File: src/wb_obi_pkg.sv
`default_nettype none

package wb_obi_pkg;

    localparam int ADDR_W = 32;          // Byte address width on both OBI and Wishbone
    localparam int DATA_W = 32;          // Data bus width
    localparam int BE_W   = DATA_W / 8;  // One byte enable per data byte

    // Request payload an OBI master presents together with req
    typedef struct packed {
        logic [ADDR_W-1:0] addr;   // Byte address as issued by the master
        logic              we;     // High for a write, low for a read
        logic [BE_W-1:0]   be;     // Byte lanes touched by a write
        logic [DATA_W-1:0] wdata;  // Write data, ignored on reads
    } obi_req_t;

    // Everything a Wishbone master drives toward the slave
    typedef struct packed {
        logic              cyc;  // Cycle in progress
        logic              stb;  // Strobe, rises and falls with cyc in classic cycles
        logic              we;   // Write enable
        logic [BE_W-1:0]   sel;  // Byte lane select
        logic [ADDR_W-1:0] adr;  // Byte address
        logic [DATA_W-1:0] dat;  // Write data
    } wb_req_t;

    // Everything a Wishbone slave drives back
    typedef struct packed {
        logic              ack;  // Transfer done for the current cycle
        logic [DATA_W-1:0] dat;  // Read data, valid with ack
    } wb_rsp_t;

    // Bridge phases for one OBI transaction
    typedef enum logic [1:0] {
        BR_IDLE,   // Waiting for a request, gnt follows req here
        BR_AWAIT,  // Wishbone cycle open, waiting for ack
        BR_VALID   // Response presented to the OBI master for one cycle
    } bridge_state_e;

    // Bus ownership seen by the arbiter
    typedef enum logic [1:0] {
        ARB_IDLE,  // Nobody owns the slave
        ARB_OWN0,  // Master 0 owns the slave
        ARB_OWN1   // Master 1 owns the slave
    } arb_state_e;

endpackage

`default_nettype wire

File: src/wb_rr_arbiter.sv
`timescale 1ns/10ps
`default_nettype none

module wb_rr_arbiter (
    input  wire                      wb_clk_i,    // Bus clock
    input  wire                      soc_rst_ni,  // Active low asynchronous reset
    input  wire wb_obi_pkg::wb_req_t m0_req_i,    // Request from master 0
    input  wire wb_obi_pkg::wb_req_t m1_req_i,    // Request from master 1
    output wb_obi_pkg::wb_rsp_t      m0_rsp_o,    // Response routed to master 0
    output wb_obi_pkg::wb_rsp_t      m1_rsp_o,    // Response routed to master 1
    output wb_obi_pkg::wb_req_t      s_req_o,     // Request forwarded to the slave
    input  wire wb_obi_pkg::wb_rsp_t s_rsp_i      // Response from the slave
);

    wb_obi_pkg::arb_state_e state_q;  // Current owner of the slave
    wb_obi_pkg::arb_state_e state_d;  // Owner for the next cycle
    logic                   last_q;   // High when master 1 was the most recent owner
    logic                   pick1;    // Master 1 wins the next idle slot

    // On a tie the master that did not own last time goes first
    assign pick1 = m1_req_i.cyc & (~m0_req_i.cyc | ~last_q);

    always_comb begin
        state_d = state_q;
        unique case (state_q)
            wb_obi_pkg::ARB_IDLE: begin
                if (m0_req_i.cyc || m1_req_i.cyc) begin
                    state_d = pick1 ? wb_obi_pkg::ARB_OWN1 : wb_obi_pkg::ARB_OWN0;
                end
            end
            wb_obi_pkg::ARB_OWN0, wb_obi_pkg::ARB_OWN1: begin
                if (s_rsp_i.ack) begin
                    state_d = wb_obi_pkg::ARB_IDLE;  // Bus is released at the ack edge
                end
            end
            default: begin
                state_d = wb_obi_pkg::ARB_IDLE;
            end
        endcase
    end

    always_ff @(posedge wb_clk_i, negedge soc_rst_ni) begin
        if (!soc_rst_ni) begin
            state_q <= wb_obi_pkg::ARB_IDLE;
            last_q  <= 1'b1;  // Master 0 wins the first tie
        end else begin
            state_q <= state_d;
            if (state_q == wb_obi_pkg::ARB_IDLE && (m0_req_i.cyc || m1_req_i.cyc)) begin
                last_q <= pick1;  // Remember who took the bus
            end
        end
    end

    // Owner goes straight through while the loser sees ack low and zero data
    always_comb begin
        s_req_o  = '0;
        m0_rsp_o = '0;
        m1_rsp_o = '0;
        unique case (state_q)
            wb_obi_pkg::ARB_OWN0: begin
                s_req_o  = m0_req_i;
                m0_rsp_o = s_rsp_i;
            end
            wb_obi_pkg::ARB_OWN1: begin
                s_req_o  = m1_req_i;
                m1_rsp_o = s_rsp_i;
            end
            default: begin
                s_req_o = '0;  // Slave sees no strobe while idle
            end
        endcase
    end

    a_no_stb_idle: assert property (@(posedge wb_clk_i) disable iff (!soc_rst_ni)
        s_req_o.stb |-> (state_q != wb_obi_pkg::ARB_IDLE))
        else $error("stb forwarded with no owner");

endmodule

`default_nettype wire

File: config.mk
export PLATFORM = sky130hd
export DESIGN_NAME = wb_rr_arbiter
export DESIGN_NICKNAME = d
export VERILOG_FILES = /design/src/wb_obi_pkg.sv /design/src/wb_rr_arbiter.sv
export SDC_FILE = /design/constraint.sdc
export NUM_CORES = 1
export LEC_CHECK = 0
export CAP_MARGIN = 20
export CORE_AREA = 2 2 122 124
export CTS_BUF_LIST = sky130_fd_sc_hd__clkbuf_16
export CTS_CLUSTER_DIAMETER = 150
export DETAILED_ROUTE_END_ITERATION = 16
export DIE_AREA = 0 0 124 126
export DONT_BUFFER_PORTS = 1
export PLACE_DENSITY = 0.35
export SLEW_MARGIN = 20
export SYNTH_ARGS = -nofsm -noshare
export SYNTH_HDL_FRONTEND = slang
export SYNTH_SLANG_ARGS = --single-unit
File: constraint.sdc
create_clock -name wb_clk_i -period 1.8 [get_ports wb_clk_i]
set_input_delay 0.36 -clock wb_clk_i [delete_from_list [all_inputs] [get_ports wb_clk_i]]
set_output_delay 0.36 -clock wb_clk_i [all_outputs]
set_load 0.01 [all_outputs]
==> impl_metrics.json <==
{
  "status": "finished, violations left",
  "violations": "negative setup slack",
  "clock_latency_ns": 0.22,
  "reg2reg_slack_ns": 0.34,
  "cts_sinks": 3,
  "fp-row-count": 44,
  "max_freq_mhz": 529,
  "fin_crit_sh": 1.05,
  "crit_type": "reg2out",
  "reg2reg_to": "state_q[1]",
  "wl_per_cell_um": 18.6,
  "vias_per_cell": 4.59,
  "arrival_ns": 1.53,
  "whs_ns": 0.210,
  "ys_warn_count": 0,
  "finalClockSkew_ns": 0.000341,
  "worst_slack_ns": -0.0912,
  "pin_count": 314,
  "critPathCaptureType": "primary output",
  "total_power_uw": 4420,
  "rsz0062_at_grt": "true",
  "drtAntennaViolNets": 0,
  "p_per_area_mw_per_mm2": 1680,
  "slew_violations": 0,
  "yosys.area.top_type": "nor2b_1",
  "crit_path_start_kind": "flip-flop",
  "syn-num-nets": 440,
  "grt_usage": 0.0804,
  "critPathMaxStageDelay_ns": 0.38,
  "setup_viol_count_final": 55,
  "post-dp-hpwl_mm": 6.24,
  "cp.required_ns": 1.44,
  "fin_nets": 442,
  "firstDrtPassIters": 4,
  "clk_pin_slew_worst_paths_ns": 0.03,
  "core_area_mm2": 0.0143,
  "crit_top_cell": "buf_4",
  "design.die.area_mm2": 0.0156,
  "gr-total-overflow": 0,
  "grt_pass1_wl_mm": 9.75,
  "cp-endpoint": "s_req_o[49]",
  "die_h_um": 126,
  "start_util": 0.133,
  "period_needed_ns": 1.89,
  "drive_gt1_frac": 0.533,
  "ys_ff_latch": 3,
  "die_w_um": 124,
  "syn_to_final_growth_pct": 38.0,
  "hold_viol_final": 0,
  "synth_cell_types": 21,
  "irDropWorstVdd_mv": 0.481,
  "mappedNetlistArea_mm2": 0.00190,
  "ys_seq_area_frac": 0.0401,
  "final_cell_count_no_fill": 445,
  "h-tree-depth": 1,
  "ff2ff_path_depth": 6,
  "vias": 2043,
  "portBuffers": 0,
  "synth_top_area_frac": 0.233,
  "dp.cells": 428,
  "hp-class": "in2reg",
  "cp-startpoint": "state_q[1]",
  "grt_max_degree": 46,
  "p_leak_uw": 0.000805,
  "synthCells": 260,
  "gp_congestion": 0.856,
  "reg2reg_from": "state_q[0]",
  "slew_headroom": 0.835,
  "cp_cell_sequence": "buf_6 > ha_4 > buf_4 > buf_12 > a22oi_2 > nor2b_1 > buf_4",
  "worst_pin_slew_ns": 0.248,
  "syn_avg_cell_area_um2": 7.32,
  "synth_area_leaders": "nor2b_1 23%, and2_1 22%, a22oi_1 20%",
  "tritoncts": "yes",
  "drc": 0,
  "cap_violations": 0,
  "antenna_found_initial": 0,
  "cts_root_buffer": "clkbuf_16",
  "crit_slowest_cell": "dfrtp_1",
  "cts.path.max_buffers": 2,
  "routed_wl_mm": 8.27,
  "cp_max_fo": 12,
  "cts_buffers": 3,
  "num_antenna_cells": 0,
  "first_global_vias": 1703,
  "drt_iter0_drc": 142
}
-- worst min path at each step --
| stage | from | to | slack, ns | cells after the start |
|---|---|---|---|---|
| finish | m0_req_i[70] | last_q | 0.21 | 1 |
| global route | m0_req_i[70] | last_q | 0.21 | 1 |
| CTS | m0_req_i[70] | last_q | 0.21 | 1 |
| detailed placement | soc_rst_ni | state_q[1] | 0.06 | 0 |
| global placement | soc_rst_ni | state_q[0] | 0.06 | 0 |
| floorplan | soc_rst_ni | state_q[0] | 0.06 | 0 |
-- power by group --
group / switching, uW / internal [uW] / total, uW
Clock: 64.4 / 287 / 351
Combinational: 2050 / 1890 / 3940
Sequential: 26.3 / 107 / 133
Total: 2140 / 2280 / 4420
-- worst max-delay path: cells and delay by family, from the launching register on --
kind	cells	cell delay (ns)
flops	1	0.38
simple gates	1	0.06
buf+inv	4	0.54
fa+ha+maj	1	0.17
compound gates	1	0.13
-- through the flow --
step / setup slack [ns] / instance area (um^2) / util / setup TNS (ns)
floorplan: 0.199 / 1900 / - / 0
global placement: 0.0968 / 2130 / 0.149 / 0
detailed placement: 0.0600 / 2130 / 0.149 / 0
CTS: -0.0823 / 2390 / 0.167 / -2.44
global route: -0.152 / 2630 / 0.184 / -7.18
finish: -0.0912 / 2630 / 0.184 / -1.56
-- cell usage after synthesis, drive strengths merged --
library cell and n:
o22ai 2, nor2b 71, clkbuf 14, o211ai 1, a31oi 1, buf 18, and2 66, ha 3
and2b 1, a21oi 3, a22oi 71, nand2 1, dfrtp 2, nand3 1, inv 4, dfstp 1
-- logic make-up after synthesis --
group,share of synthesized area
compound gates,0.354
flops,0.0401
buf+inv,0.127
fa+ha+maj,0.0197
simple gates,0.459
-- routing by layer --
metal  up-vias  wire length (um)  global-route usage
li1        912                 -                   -
met1       982              3130              0.0990
met2       143              4260               0.136
met3         6               839              0.0308
met4         0                38              0.0106
met5         -                 0                   0
-- cell usage in the layout (no fill, tap or decap) --
cell type	netlist	final
nor2b_2	0	62
and2_1	66	57
a22oi_1	51	40
a22oi_2	20	31
buf_4	1	13
nor2b_1	71	9
and2_4	0	9
buf_6	7	6
buf_12	2	6
clkbuf_16	0	5
inv_1	4	3
a21oi_1	3	3
ha_4	0	3
inv_2	0	2
o22ai_1	2	2
dfrtp_1	2	2
and2b_1	1	1
nand2_1	1	1
nand3_1	1	1
a31oi_1	1	1
o211ai_1	1	1
buf_16	0	1
dlygate4sd3_1	0	1
dfstp_2	1	1
-- repair_timing --
action,in CTS,in global routing
resized for setup,50,39
setup buffers,0,6
setup endpoints to repair,71,84
pin swaps,1,0
gates cloned,1,5
hold buffers,1,0
endpoints found under the hold margin,3,0
-- registers in the layout, indices dropped and copies added (netlist names) --
name and count:
last_q 1, state_q 2
-- cell type report --
| type | count | area (um^2) |
|---|---|---|
| fillers | 1593 | 11700 |
| multi-input cells | 221 | 1860 |
| repair buffers | 29 | 373 |
| well taps | 184 | 230 |
| flip-flops and latches | 3 | 76.3 |
| clock buffers | 3 | 75.1 |
| inverters | 4 | 15.0 |
| clock inverters | 1 | 3.75 |
Power figures use the tool's default switching activity.
