**src/wb_obi_pkg.sv**
```systemverilog
`default_nettype none

package wb_obi_pkg;

    localparam int ADDR_W = 32;          // Byte address width on both OBI and Wishbone
    localparam int DATA_W = 32;          // Data bus width
    localparam int BE_W   = DATA_W / 8;  // One byte enable per data byte

    // Request payload an OBI master presents together with req
    typedef struct packed {
        logic [ADDR_W-1:0] addr;   // Byte address as issued by the master
        logic              we;     // High for a write, low for a read
        logic [BE_W-1:0]   be;     // Byte lanes touched by a write
        logic [DATA_W-1:0] wdata;  // Write data, ignored on reads
    } obi_req_t;

    // Everything a Wishbone master drives toward the slave
    typedef struct packed {
        logic              cyc;  // Cycle in progress
        logic              stb;  // Strobe, rises and falls with cyc in classic cycles
        logic              we;   // Write enable
        logic [BE_W-1:0]   sel;  // Byte lane select
        logic [ADDR_W-1:0] adr;  // Byte address
        logic [DATA_W-1:0] dat;  // Write data
    } wb_req_t;

    // Everything a Wishbone slave drives back
    typedef struct packed {
        logic              ack;  // Transfer done for the current cycle
        logic [DATA_W-1:0] dat;  // Read data, valid with ack
    } wb_rsp_t;

    // Bridge phases for one OBI transaction
    typedef enum logic [1:0] {
        BR_IDLE,   // Waiting for a request, gnt follows req here
        BR_AWAIT,  // Wishbone cycle open, waiting for ack
        BR_VALID   // Response presented to the OBI master for one cycle
    } bridge_state_e;

    // Bus ownership seen by the arbiter
    typedef enum logic [1:0] {
        ARB_IDLE,  // Nobody owns the slave
        ARB_OWN0,  // Master 0 owns the slave
        ARB_OWN1   // Master 1 owns the slave
    } arb_state_e;

endpackage

`default_nettype wire

```
**src/obi_wb_bridge.sv**
```systemverilog
`timescale 1ns/10ps
`default_nettype none

module obi_wb_bridge #(
    parameter int MEM_AW = 10  // Low address bits kept inside the memory window
) (
    input  wire                                wb_clk_i,        // Bus clock
    input  wire                                soc_rst_ni,      // Asynchronous reset, active low
    input  wire                                obi_req_i,       // Master has a request pending
    input  wire wb_obi_pkg::obi_req_t          obi_req_data_i,  // Request payload, stable while req is high
    output logic                               obi_gnt_o,       // Request accepted at this edge
    output logic                               obi_rvalid_o,    // One pulse per granted request
    output logic [wb_obi_pkg::DATA_W-1:0]      obi_rdata_o,     // Read data, valid with rvalid on reads
    output wb_obi_pkg::wb_req_t                wb_req_o,        // Wishbone master outputs
    input  wire wb_obi_pkg::wb_rsp_t           wb_rsp_i         // Wishbone slave response
);

    wb_obi_pkg::bridge_state_e     state_q;   // Current phase of the transaction
    wb_obi_pkg::bridge_state_e     state_d;   // Phase for the next cycle
    wb_obi_pkg::obi_req_t          req_q;     // Captured request with the windowed address
    logic [wb_obi_pkg::DATA_W-1:0] rdata_q;   // Read data held for the master
    logic [wb_obi_pkg::ADDR_W-1:0] win_addr;  // Incoming address cut down to the window
    logic                          ack_seen;  // Slave finished our open cycle

    // Only the low MEM_AW bits survive, upper bits are forced to zero
    assign win_addr = {{(wb_obi_pkg::ADDR_W - MEM_AW){1'b0}}, obi_req_data_i.addr[MEM_AW-1:0]};
    assign ack_seen = wb_rsp_i.ack & (state_q == wb_obi_pkg::BR_AWAIT);

    // A busy bridge withholds gnt so the master keeps req up
    assign obi_gnt_o    = obi_req_i & (state_q == wb_obi_pkg::BR_IDLE);
    assign obi_rvalid_o = (state_q == wb_obi_pkg::BR_VALID);
    assign obi_rdata_o  = rdata_q;

    always_comb begin
        state_d = state_q;  // Hold unless an event moves us on
        unique case (state_q)
            wb_obi_pkg::BR_IDLE: begin
                if (obi_req_i) begin
                    state_d = wb_obi_pkg::BR_AWAIT;  // Granted this cycle, open the bus cycle next
                end
            end
            wb_obi_pkg::BR_AWAIT: begin
                if (wb_rsp_i.ack) begin
                    state_d = wb_obi_pkg::BR_VALID;  // Cycle closes at this edge
                end
            end
            wb_obi_pkg::BR_VALID: begin
                state_d = wb_obi_pkg::BR_IDLE;  // Response shown for exactly one cycle
            end
            default: begin
                state_d = wb_obi_pkg::BR_IDLE;
            end
        endcase
    end

    always_ff @(posedge wb_clk_i, negedge soc_rst_ni) begin
        if (!soc_rst_ni) begin
            state_q <= wb_obi_pkg::BR_IDLE;
        end else begin
            state_q <= state_d;
        end
    end

    always_ff @(posedge wb_clk_i) begin
        if (obi_gnt_o) begin
            req_q      <= obi_req_data_i;  // Payload taken at the grant edge
            req_q.addr <= win_addr;        // Address replaced by its in-window alias
        end
        if (ack_seen && !req_q.we) begin
            rdata_q <= wb_rsp_i.dat;  // Writes leave the last read data in place
        end
    end

    // cyc and stb are held together for the whole classic cycle
    always_comb begin
        wb_req_o.cyc = (state_q == wb_obi_pkg::BR_AWAIT);
        wb_req_o.stb = (state_q == wb_obi_pkg::BR_AWAIT);
        wb_req_o.we  = req_q.we;
        wb_req_o.sel = req_q.be;
        wb_req_o.adr = req_q.addr;
        wb_req_o.dat = req_q.wdata;
    end

    // A grant is only given from idle and always opens a bus cycle on the next cycle
    a_gnt_opens_cycle: assert property (@(posedge wb_clk_i) disable iff (!soc_rst_ni)
        obi_gnt_o |-> (state_q == wb_obi_pkg::BR_IDLE) ##1 (wb_req_o.cyc && wb_req_o.stb))
        else $error("gnt outside idle or not followed by a Wishbone cycle");

    a_cyc_stb_equal: assert property (@(posedge wb_clk_i) disable iff (!soc_rst_ni)
        wb_req_o.cyc == wb_req_o.stb)
        else $error("cyc and stb differ");

endmodule

`default_nettype wire

```
**config.mk**
```make
export PLATFORM = sky130hd
export DESIGN_NAME = obi_wb_bridge
export DESIGN_NICKNAME = d
export VERILOG_FILES = /design/src/wb_obi_pkg.sv /design/src/obi_wb_bridge.sv
export SDC_FILE = /design/constraint.sdc
export NUM_CORES = 1
export LEC_CHECK = 0
export ABC_AREA = 1
export BUFFER_PORTS_ARGS = -buffer_cell sky130_fd_sc_hd__buf_2
export CORE_AREA = 2 2 85 87
export CTS_BUF_LIST = sky130_fd_sc_hd__clkbuf_4
export DETAILED_ROUTE_END_ITERATION = 8
export DIE_AREA = 0 0 87 89
export HOLD_SLACK_MARGIN = 0.08
export PLACE_DENSITY = 0.8
export SYNTH_ARGS = -nofsm -noshare
export SYNTH_HDL_FRONTEND = slang
export SYNTH_SLANG_ARGS = --single-unit
```
**constraint.sdc**
```tcl
create_clock -name wb_clk_i -period 2.8 [get_ports wb_clk_i]
set_clock_uncertainty 0.1 [all_clocks]
set_input_delay 0.14 -clock wb_clk_i [delete_from_list [all_inputs] [get_ports wb_clk_i]]
set_output_delay 0.14 -clock wb_clk_i [all_outputs]
set_load 0.05 [all_outputs]
```
==> results.py, run 1 <==
metrics = {
    "yosys": {
        "synth_cells": 118,
        "yosys_warnings": 0,
        "seq_area_frac_synth_pct": 91.15,
        "synth_top_area_share_pct": 89.27,
        "synth_cell_types": 10,
        "ys_ff_latch": 81,
        "syn-cell-area_mm2": 0.002658,
        "synthTopCellsByArea": "edfxtp_1, buf_4, dfrtp_1, inv_1, nand2_1",
        "avgSynthCellArea_um2": 22.52,
        "synth_top_cell_by_area": "edfxtp_1",
    },
    "cts": {
        "cts_sinks": 81,
        "post_cts_buffers": 0,
        "cts_tree": "yes",
        "clk_pin_slew_ns": 0.14,
        "cts_buffers": 9,
        "clk_latency_ns": 0.41,
        "cts_root_buffer": "clkbuf_4",
        "cts_buffer_depth": 2,
        "ctsHtreeMaxLevel": 3,
    },
    "min_path": {
        "hp-start": "obi_req_data_i[23]",
        "holdPathStages": 2,
        "hold_path_class": "input port to register",
    },
    "drt": {
        "avgViaCountPerCell": 4.339,
        "wl_per_cell_um": 16.04,
        "antenna_left": 0,
        "vias": 2022,
        "drcViolationCount": 0,
        "wl_um": 7475,
        "drt_iter0_drc": 55,
        "first_pass_iters": 4,
    },
    "setup_path": {
        "crit_path_cell_trace": "nor2_1, nand2_1, inv_2, buf_2",
        "max_stage_delay_ns": 0.45,
        "critPathCaptureType": "output pin",
        "critPathLaunch": "state_q[0]$_DFFE_PN0P_",
        "setup.worst_path.end": "obi_gnt_o",
        "path_delay_family": "buffers and inverters",
        "rr_startpoint": "state_q[0]$_DFFE_PN0P_",
        "r2r_end": "wb_req_o[11]$_DFFE_PP_",
        "worstSetupPathType": "register to output pin",
        "critical_path_buf_inv_count": 2,
        "worst-path-max-fanout": 29,
        "cpMaxStageDelayCell": "dfrtp_1",
        "worstPathRequired_ns": 2.56,
        "ff2ff_path_depth": 4,
        "worst-path-stages": 4,
        "critPathArrivalTime_ns": 1.93,
        "ff2ff_setup_slack_ns": 1.01,
        "start_kind": "register",
    },
    "final_layout": {
        "fill_cells": 453,
        "drive_gt1_share_pct": 48.57,
        "final_nets": 485,
        "final_common_cell": "buf_2",
        "layoutNonFillerInstCount": 466,
        "final_area_mm2": 0.004508,
        "layout_common_cells": "buf_2, dlygate4sd3_1, edfxtp_1",
        "area.growth.synth_to_final_pct": 69.63,
        "final_core_util_pct": 67.10,
    },
    "pwr": {
        "leakagePower_nw": 1.976,
        "p_per_area_mw_per_mm2": 694.4,
        "total_power_w": 0.003131,
        "peakVddDrop_uv": 439.6,
    },
    "placement": {
        "placedCellCount": 365,
        "dp_hpwl_um": 4115,
        "routabilityCongestion": 0.7412,
        "dpl_cell_area_mm2": 0.003520,
        "io_buffers": 165,
    },
    "die": {
        "die_x_um": 87,
        "die_h_um": 89,
        "initial_core_util_pct": 39.55,
        "ioPinCount": 210,
        "dieArea_mm2": 0.007743,
        "row_count": 30,
        "design.core.area_mm2": 0.006719,
    },
    "timing": {
        "setup_tns_ns": 0,
        "slew_headroom_pct": 59.73,
        "max_freq_mhz": 461.3,
        "final-hold-violation-count": 0,
        "slew_viol_final": 0,
        "worst_pin_slew_ns": 0.6032,
        "timing.final.crit_period_ns": 2.168,
        "setup_violations": 0,
        "post-route-period-util_pct": 77.42,
        "rsz0062_at_grt": "false",
    },
    "global_route": {
        "grt_pass1_wl_um": 10230,
        "overflow": 0,
        "antenna_found_initial": 0,
        "grt_max_degree": 33,
        "grt_usage_pct": 18.66,
        "grt_pass1_vias": 2098,
    },
    "run": {
        "maxCapViolations": 0,
    },
    "run_status": {
        "status": "finished, final reports clean",
    },
}
[stage by stage]
stage / setup slack [ns] / hold slack [ns]
after global placement: 1.033 / -0.1749
after CTS: 0.5766 / 0.2852
after floorplan: 0.5067 / -0.2556
final: 0.6323 / 0.3191
after detailed placement: 0.9982 / -0.1720
after global routing: 0.4308 / 0.2794
[cell usage after synthesis, drive strengths merged]
library cell	number
buf	23
conb	1
dfrtp	2
edfxtp	79
inv	5
nand2	3
nand3	2
nor2	3
[routing by layer]
metal  routed length (µm)  part of all wire [%]  track usage (%)
met5                    0                     0                0
met2                 3962                    53            34.56
met4                  201                   2.7            9.375
met1                 2551                    34            17.67
met3                  758                    10            7.664
[worst min-delay path by stage]
stage                                to  slack [ns]
2_1_floorplan    state_q[0]$_DFFE_PN0P_       -0.26
6_report         wb_req_o[23]$_DFFE_PP_        0.32
3_5_place_dp     state_q[0]$_DFFE_PN0P_       -0.17
5_1_grt          wb_req_o[23]$_DFFE_PP_        0.28
4_1_cts        obi_rdata_o[6]$_DFFE_PP_        0.29
3_3_place_gp     state_q[0]$_DFFE_PN0P_       -0.17
[area by class of cell]
type / instances / area [µm²] / share of cell area (%)
inverters: 5 / 18.77 / 0.4163
clock inverters: 7 / 77.57 / 1.721
well taps: 80 / 100.1 / 2.220
clock buffers: 9 / 67.56 / 1.499
multi-input cells: 30 / 122.6 / 2.720
diodes: 1 / 2.502 / 0.05551
repair buffers: 253 / 1697 / 37.64
flip-flops and latches: 81 / 2422 / 53.73
[timing repair]
item / CTS / global route
gates resized for setup: 0 / 0
endpoints found under the hold margin: 83 / 0
hold buffers: 84 / 0
[cell families after synthesis]
group	count (synthesis)	synth area share, %
buffers and inverters	28	7.204
and+or+nand+nor	8	1.507
DFF	81	91.15
other	1	0.1411
[registers in the layout (all words and copies together) (netlist names)]
signal / flops
obi_rdata_o: 32
state_q: 2
wb_req_o: 47
[power by group]
group	internal (W)	switching, W	leakage (nW)	total (W)
Combinational	0.000223	0.000679	1.15	0.000902
Sequential	0.00149	0.0000382	0.759	0.00153
Clock	0.000280	0.000419	0.0721	0.000698
Total	0.00199	0.00114	1.98	0.00313
Note: power is estimated with default switching activity, not from simulation.
==> run 2, diff against run 1 <==
- clock period: 2.8 -> 2.2 ns (I/O delays scaled with it)
==> run 2 against run 1 <==
Combinational power rose by 27%. Sequential power grew 27%. Register-to-register slack got worse by 0.41 ns. Routed wire length shrank 4.0%. Non-clock buffer count decreased by 2. Highest routed layer unchanged. Die area stayed put. Clock power grew 8.6%. Clock-buffer cell count unchanged. Final cell count fell by 0.43%.
==> results.py, run 2 (synthesized netlist as in run 1, its figures left out) <==
metrics = {
    "run_status": {
        "status": "finished, final reports clean",
    },
    "final_layout": {
        "drive_gt1_share_pct": 48.56,
        "layout_common_cells": "buf_2, dlygate4sd3_1, edfxtp_1",
        "final_nets": 483,
        "area.growth.synth_to_final_pct": 68.64,
        "layoutNonFillerInstCount": 464,
        "final_core_util_pct": 66.70,
        "final_common_cell": "buf_2",
        "largest_register_ffs": 47,
    },
    "drt": {
        "first_pass_iters": 2,
        "antenna_left": 0,
        "wl_um": 7177,
        "avgViaCountPerCell": 4.144,
        "vias": 1923,
        "drt_iter0_drc": 35,
        "wl_per_cell_um": 15.47,
        "drcViolationCount": 0,
    },
    "cts": {
        "cts_resized": 0,
        "ctsHtreeMaxLevel": 3,
        "cts-hold-fix-buffers": 83,
        "cts_tree": "yes",
        "clk_pin_slew_ns": 0.14,
        "cts_buffers": 9,
        "cts_buffer_depth": 2,
        "clk_latency_ns": 0.40,
        "cts_root_buffer": "clkbuf_4",
        "cts_sinks": 81,
        "post_cts_buffers": 0,
    },
    "placement": {
        "io_buffers": 165,
        "dp_hpwl_um": 4266,
        "routabilityCongestion": 0.7112,
        "placedCellCount": 364,
    },
    "pwr": {
        "total_power_w": 0.003852,
        "p_per_area_mw_per_mm2": 859.5,
        "p_seq_share_pct": 50.5,
        "pwr-share-clk_pct": 19.7,
        "p_sw_w": 0.001432,
        "p_int_w": 0.002420,
        "switching_share_pct": 37.17,
        "peakVddDrop_uv": 487.4,
        "leakagePower_nw": 1.949,
        "comb_power_share_pct": 29.8,
    },
    "timing": {
        "timing.final.crit_period_ns": 1.913,
        "worst_hold_slack_ns": 0.2877,
        "rsz0062_at_grt": "false",
        "max_freq_mhz": 522.6,
        "final-hold-violation-count": 0,
        "slew_viol_final": 0,
        "setup_violations": 0,
        "setup_tns_ns": 0,
        "post-route-period-util_pct": 86.97,
    },
    "die": {
        "initial_core_util_pct": 39.55,
        "ioPinCount": 210,
        "design.core.area_mm2": 0.006719,
        "die_x_um": 87,
        "die_h_um": 89,
        "dieArea_mm2": 0.007743,
        "row_count": 30,
    },
    "setup_path": {
        "critPathArrivalTime_ns": 1.70,
        "worstPathRequired_ns": 1.99,
        "start_kind": "register",
        "worstSetupPathType": "register to output pin",
        "critPathCaptureType": "output pin",
        "worst-path-max-fanout": 13,
    },
    "global_route": {
        "grt_pass1_vias": 2181,
        "antenna_found_initial": 1,
        "grt_max_degree": 33,
        "grt_usage_pct": 18.51,
        "overflow": 0,
        "grt_pass1_wl_um": 10370,
    },
    "run": {
        "maxCapViolations": 0,
    },
    "min_path": {
        "hold_path_class": "input port to register",
    },
}
run 2: cell type report:
class | instances | area (µm²)
antenna | 1 | 2.502
clock buffer | 9 | 67.56
clock inverter | 7 | 52.55
fill | 447 | 2237
inverter | 5 | 22.52
multi-input combinational | 30 | 122.6
sequential | 81 | 2422
tap | 80 | 100.1
timing repair buffer | 251 | 1692
run 2: final timing paths:
| kind | slack (ns) | end | cells past startpoint | start |
|---|---|---|---|---|
| setup / recovery | 0.29 | obi_gnt_o | 4 | state_q[0]$_DFFE_PN0P_ |
| hold / removal | 0.29 | obi_rdata_o[30]$_DFFE_PP_ | 2 | wb_rsp_i[30] |
| setup reg to reg | 0.60 | wb_req_o[19]$_DFFE_PP_ | 4 | state_q[0]$_DFFE_PN0P_ |
| hold reg to reg | 0.53 | state_q[1]$_DFFE_PN0P_ | 3 | state_q[1]$_DFFE_PN0P_ |
| max in group asynchronous | 1.38 | state_q[1]$_DFFE_PN0P_ | 3 | soc_rst_ni |
| min in group asynchronous | 0.49 | state_q[0]$_DFFE_PN0P_ | 3 | soc_rst_ni |
run 2: stage by stage:
| step | setup slack, ns | cell area (µm²) |
|---|---|---|
| final | 0.2866 | 4482 |
| after global routing | 0.1462 | 4482 |
| after CTS | 0.2564 | 4479 |
| after detailed placement | 0.6341 | 3528 |
| after global placement | 0.6542 | 3528 |
| after floorplan | 0.1491 | 2740 |
run 2: critical path, cell delays in order, from the launching register on:
cell        delay (ns)
dfrtp_1           0.45
nor2_1            0.07
nand2_1           0.13
clkinvlp_4        0.31
buf_2             0.33
run 2: power groups by stage:
stage,Sequential (W),Combinational (W),Clock [W]
3_5_place_dp,0.00198,0.00103,0
4_1_cts,0.00194,0.00114,0.000780
2_1_floorplan,0.00249,0.000282,0
5_1_grt,0.00196,0.00120,0.000846
6_report,0.00195,0.00115,0.000758
3_3_place_gp,0.00197,0.00102,0
run 2: per-layer routing:
layer / GRT usage [%] / up-vias / share of wire (%)
li1: - / 914 / -
met1: 16.91 / 882 / 35
met2: 35.53 / 118 / 54
met4: 7.102 / 0 / 1.2
met5: 0 / - / 0
met3: 8.310 / 9 / 10
==> run 3, diff against run 2 <==
- MAX_ROUTING_LAYER: default -> met4
==> run 3 against run 2 <==
Flip-flop and latch count stayed put. Clock power about the same. Via count rose by 0.47%. Non-clock buffer count unchanged. Combinational power barely moved. Cell area stayed put. Core utilization unchanged. Clock-buffer cell count unchanged. Die area unchanged. Sequential power barely moved. Register-to-register slack hardly changed. Critical path type unchanged. Critical endpoint unchanged.
==> results.py, run 3 (synthesized netlist as in run 1, its figures left out) <==
metrics = {
    "run_status": {
        "status": "finished, final reports clean",
    },
    "die": {
        "design.core.area_mm2": 0.006719,
        "ioPinCount": 210,
        "dieArea_mm2": 0.007743,
        "initial_core_util_pct": 39.55,
        "row_count": 30,
        "die_x_um": 87,
        "die_h_um": 89,
    },
    "drt": {
        "avgViaCountPerCell": 4.164,
        "antenna_left": 0,
        "drcViolationCount": 0,
        "first_pass_iters": 4,
        "wl_um": 7174,
        "drt_iter0_drc": 40,
        "vias": 1932,
        "wl_per_cell_um": 15.46,
    },
    "cts": {
        "cts_buffer_depth": 2,
        "cts_sinks": 81,
        "cts_buffers": 9,
        "ctsHtreeMaxLevel": 3,
        "clk_pin_slew_ns": 0.15,
        "cts_tree": "yes",
        "clk_latency_ns": 0.40,
        "cts_root_buffer": "clkbuf_4",
    },
    "setup_path": {
        "r2r_end": "wb_req_o[19]$_DFFE_PP_",
        "ff2ff_path_depth": 4,
        "setup.worst_path.end": "obi_gnt_o",
        "start_kind": "register",
        "critPathCaptureType": "output pin",
        "worst-path-max-fanout": 13,
        "critPathLaunch": "state_q[0]$_DFFE_PN0P_",
        "worstSetupPathType": "register to output pin",
        "critPathArrivalTime_ns": 1.70,
        "ff2ff_setup_slack_ns": 0.60,
        "worstPathRequired_ns": 1.99,
        "rr_startpoint": "state_q[0]$_DFFE_PN0P_",
    },
    "timing": {
        "post-route-period-util_pct": 86.94,
        "layout_setup_ws_ns": 0.2872,
        "setup_tns_ns": 0,
        "final-hold-violation-count": 0,
        "rsz0062_at_grt": "false",
        "slew_viol_final": 0,
        "setup_violations": 0,
        "worst_hold_slack_ns": 0.2867,
        "max_freq_mhz": 522.8,
        "timing.final.crit_period_ns": 1.913,
    },
    "placement": {
        "post-place-ws_ns": 0.6341,
        "dp_hpwl_um": 4266,
        "io_buffers": 165,
        "dpl_cell_area_mm2": 0.003528,
        "placedCellCount": 364,
        "routabilityCongestion": 0.7193,
    },
    "final_layout": {
        "layoutNonFillerInstCount": 464,
        "drive_gt1_share_pct": 48.56,
        "final_nets": 483,
        "layout_common_cells": "buf_2, dlygate4sd3_1, edfxtp_1",
        "area.growth.synth_to_final_pct": 68.64,
        "fill_cells": 447,
        "largest_register_ffs": 47,
        "final_common_cell": "buf_2",
        "final_area_mm2": 0.004482,
        "multi_input_area_um2": 122.6,
        "register_area_mm2": 0.002422,
    },
    "global_route": {
        "overflow": 0,
        "grt_pass1_vias": 2186,
        "grt_pass1_wl_um": 10340,
        "grt_usage_pct": 19.10,
        "antenna_found_initial": 1,
        "grt_max_degree": 33,
    },
    "pwr": {
        "leakagePower_nw": 1.949,
        "p_per_area_mw_per_mm2": 859.9,
        "peakVddDrop_uv": 487.3,
    },
    "min_path": {
        "holdPathStages": 2,
        "hold_path_class": "input port to register",
    },
    "run": {
        "maxCapViolations": 0,
    },
}
## run 3: final cells by class
type / instances / area share, %
Inverter: 5 / 0.5025
Clock buffer: 9 / 1.508
Sequential cell: 81 / 54.05
Clock inverter: 7 / 1.173
Timing Repair Buffer: 251 / 37.74
Multi-Input combinational cell: 30 / 2.736
Antenna cell: 1 / 0.05583
Tap cell: 80 / 2.233
## run 3: routing by layer
layer / up-vias / wire length [µm] / part of all wire, % / track usage [%]
li1: 914 / - / - / -
met4: 0 / 123 / 1.7 / 7.955
met3: 13 / 647 / 9.0 / 6.648
met5: - / 0 / 0 / -
met1: 883 / 2539 / 35 / 17.65
met2: 122 / 3864 / 54 / 35.53
## run 3: how the worst min path moves through the flow
| stage | from | endpoint | slack [ns] |
|---|---|---|---|
| 3_3_place_gp | soc_rst_ni | state_q[1]$_DFFE_PN0P_ | -0.20 |
| 3_5_place_dp | soc_rst_ni | state_q[0]$_DFFE_PN0P_ | -0.20 |
| 5_1_grt | wb_rsp_i[30] | obi_rdata_o[30]$_DFFE_PP_ | 0.27 |
| 6_report | wb_rsp_i[30] | obi_rdata_o[30]$_DFFE_PP_ | 0.29 |
| 4_1_cts | wb_rsp_i[1] | obi_rdata_o[1]$_DFFE_PP_ | 0.25 |
| 2_1_floorplan | soc_rst_ni | state_q[0]$_DFFE_PN0P_ | -0.29 |
## run 3: what timing repair did
| action | in CTS | in global routing |
|---|---|---|
| gates resized for setup | 0 | 0 |
| endpoints found under the hold margin | 83 | 0 |
| setup buffers | 0 | 0 |
| hold buffers | 83 | 0 |
| setup endpoints to repair | 0 | 0 |
## run 3: stage by stage
| step | utilization [%] | power, W |
|---|---|---|
| after floorplan | - | 0.002774 |
| after global placement | 52.51 | 0.002987 |
| after detailed placement | 52.51 | 0.003007 |
| after CTS | 66.67 | 0.003868 |
| after global routing | 66.70 | 0.004006 |
| final | 66.70 | 0.003854 |
## run 3: critical path, stage by stage (launching register included)
cell and delay, ns:
dfrtp_1 0.45, nor2_1 0.07, nand2_1 0.13, clkinvlp_4 0.31, buf_2 0.33
## run 3: power by group
part           leakage [nW]  switching (W)  internal [W]  total [W]
registers             0.759      0.0000481       0.00190    0.00195
logic                  1.13       0.000867      0.000283    0.00115
clock network        0.0570       0.000519      0.000240   0.000758
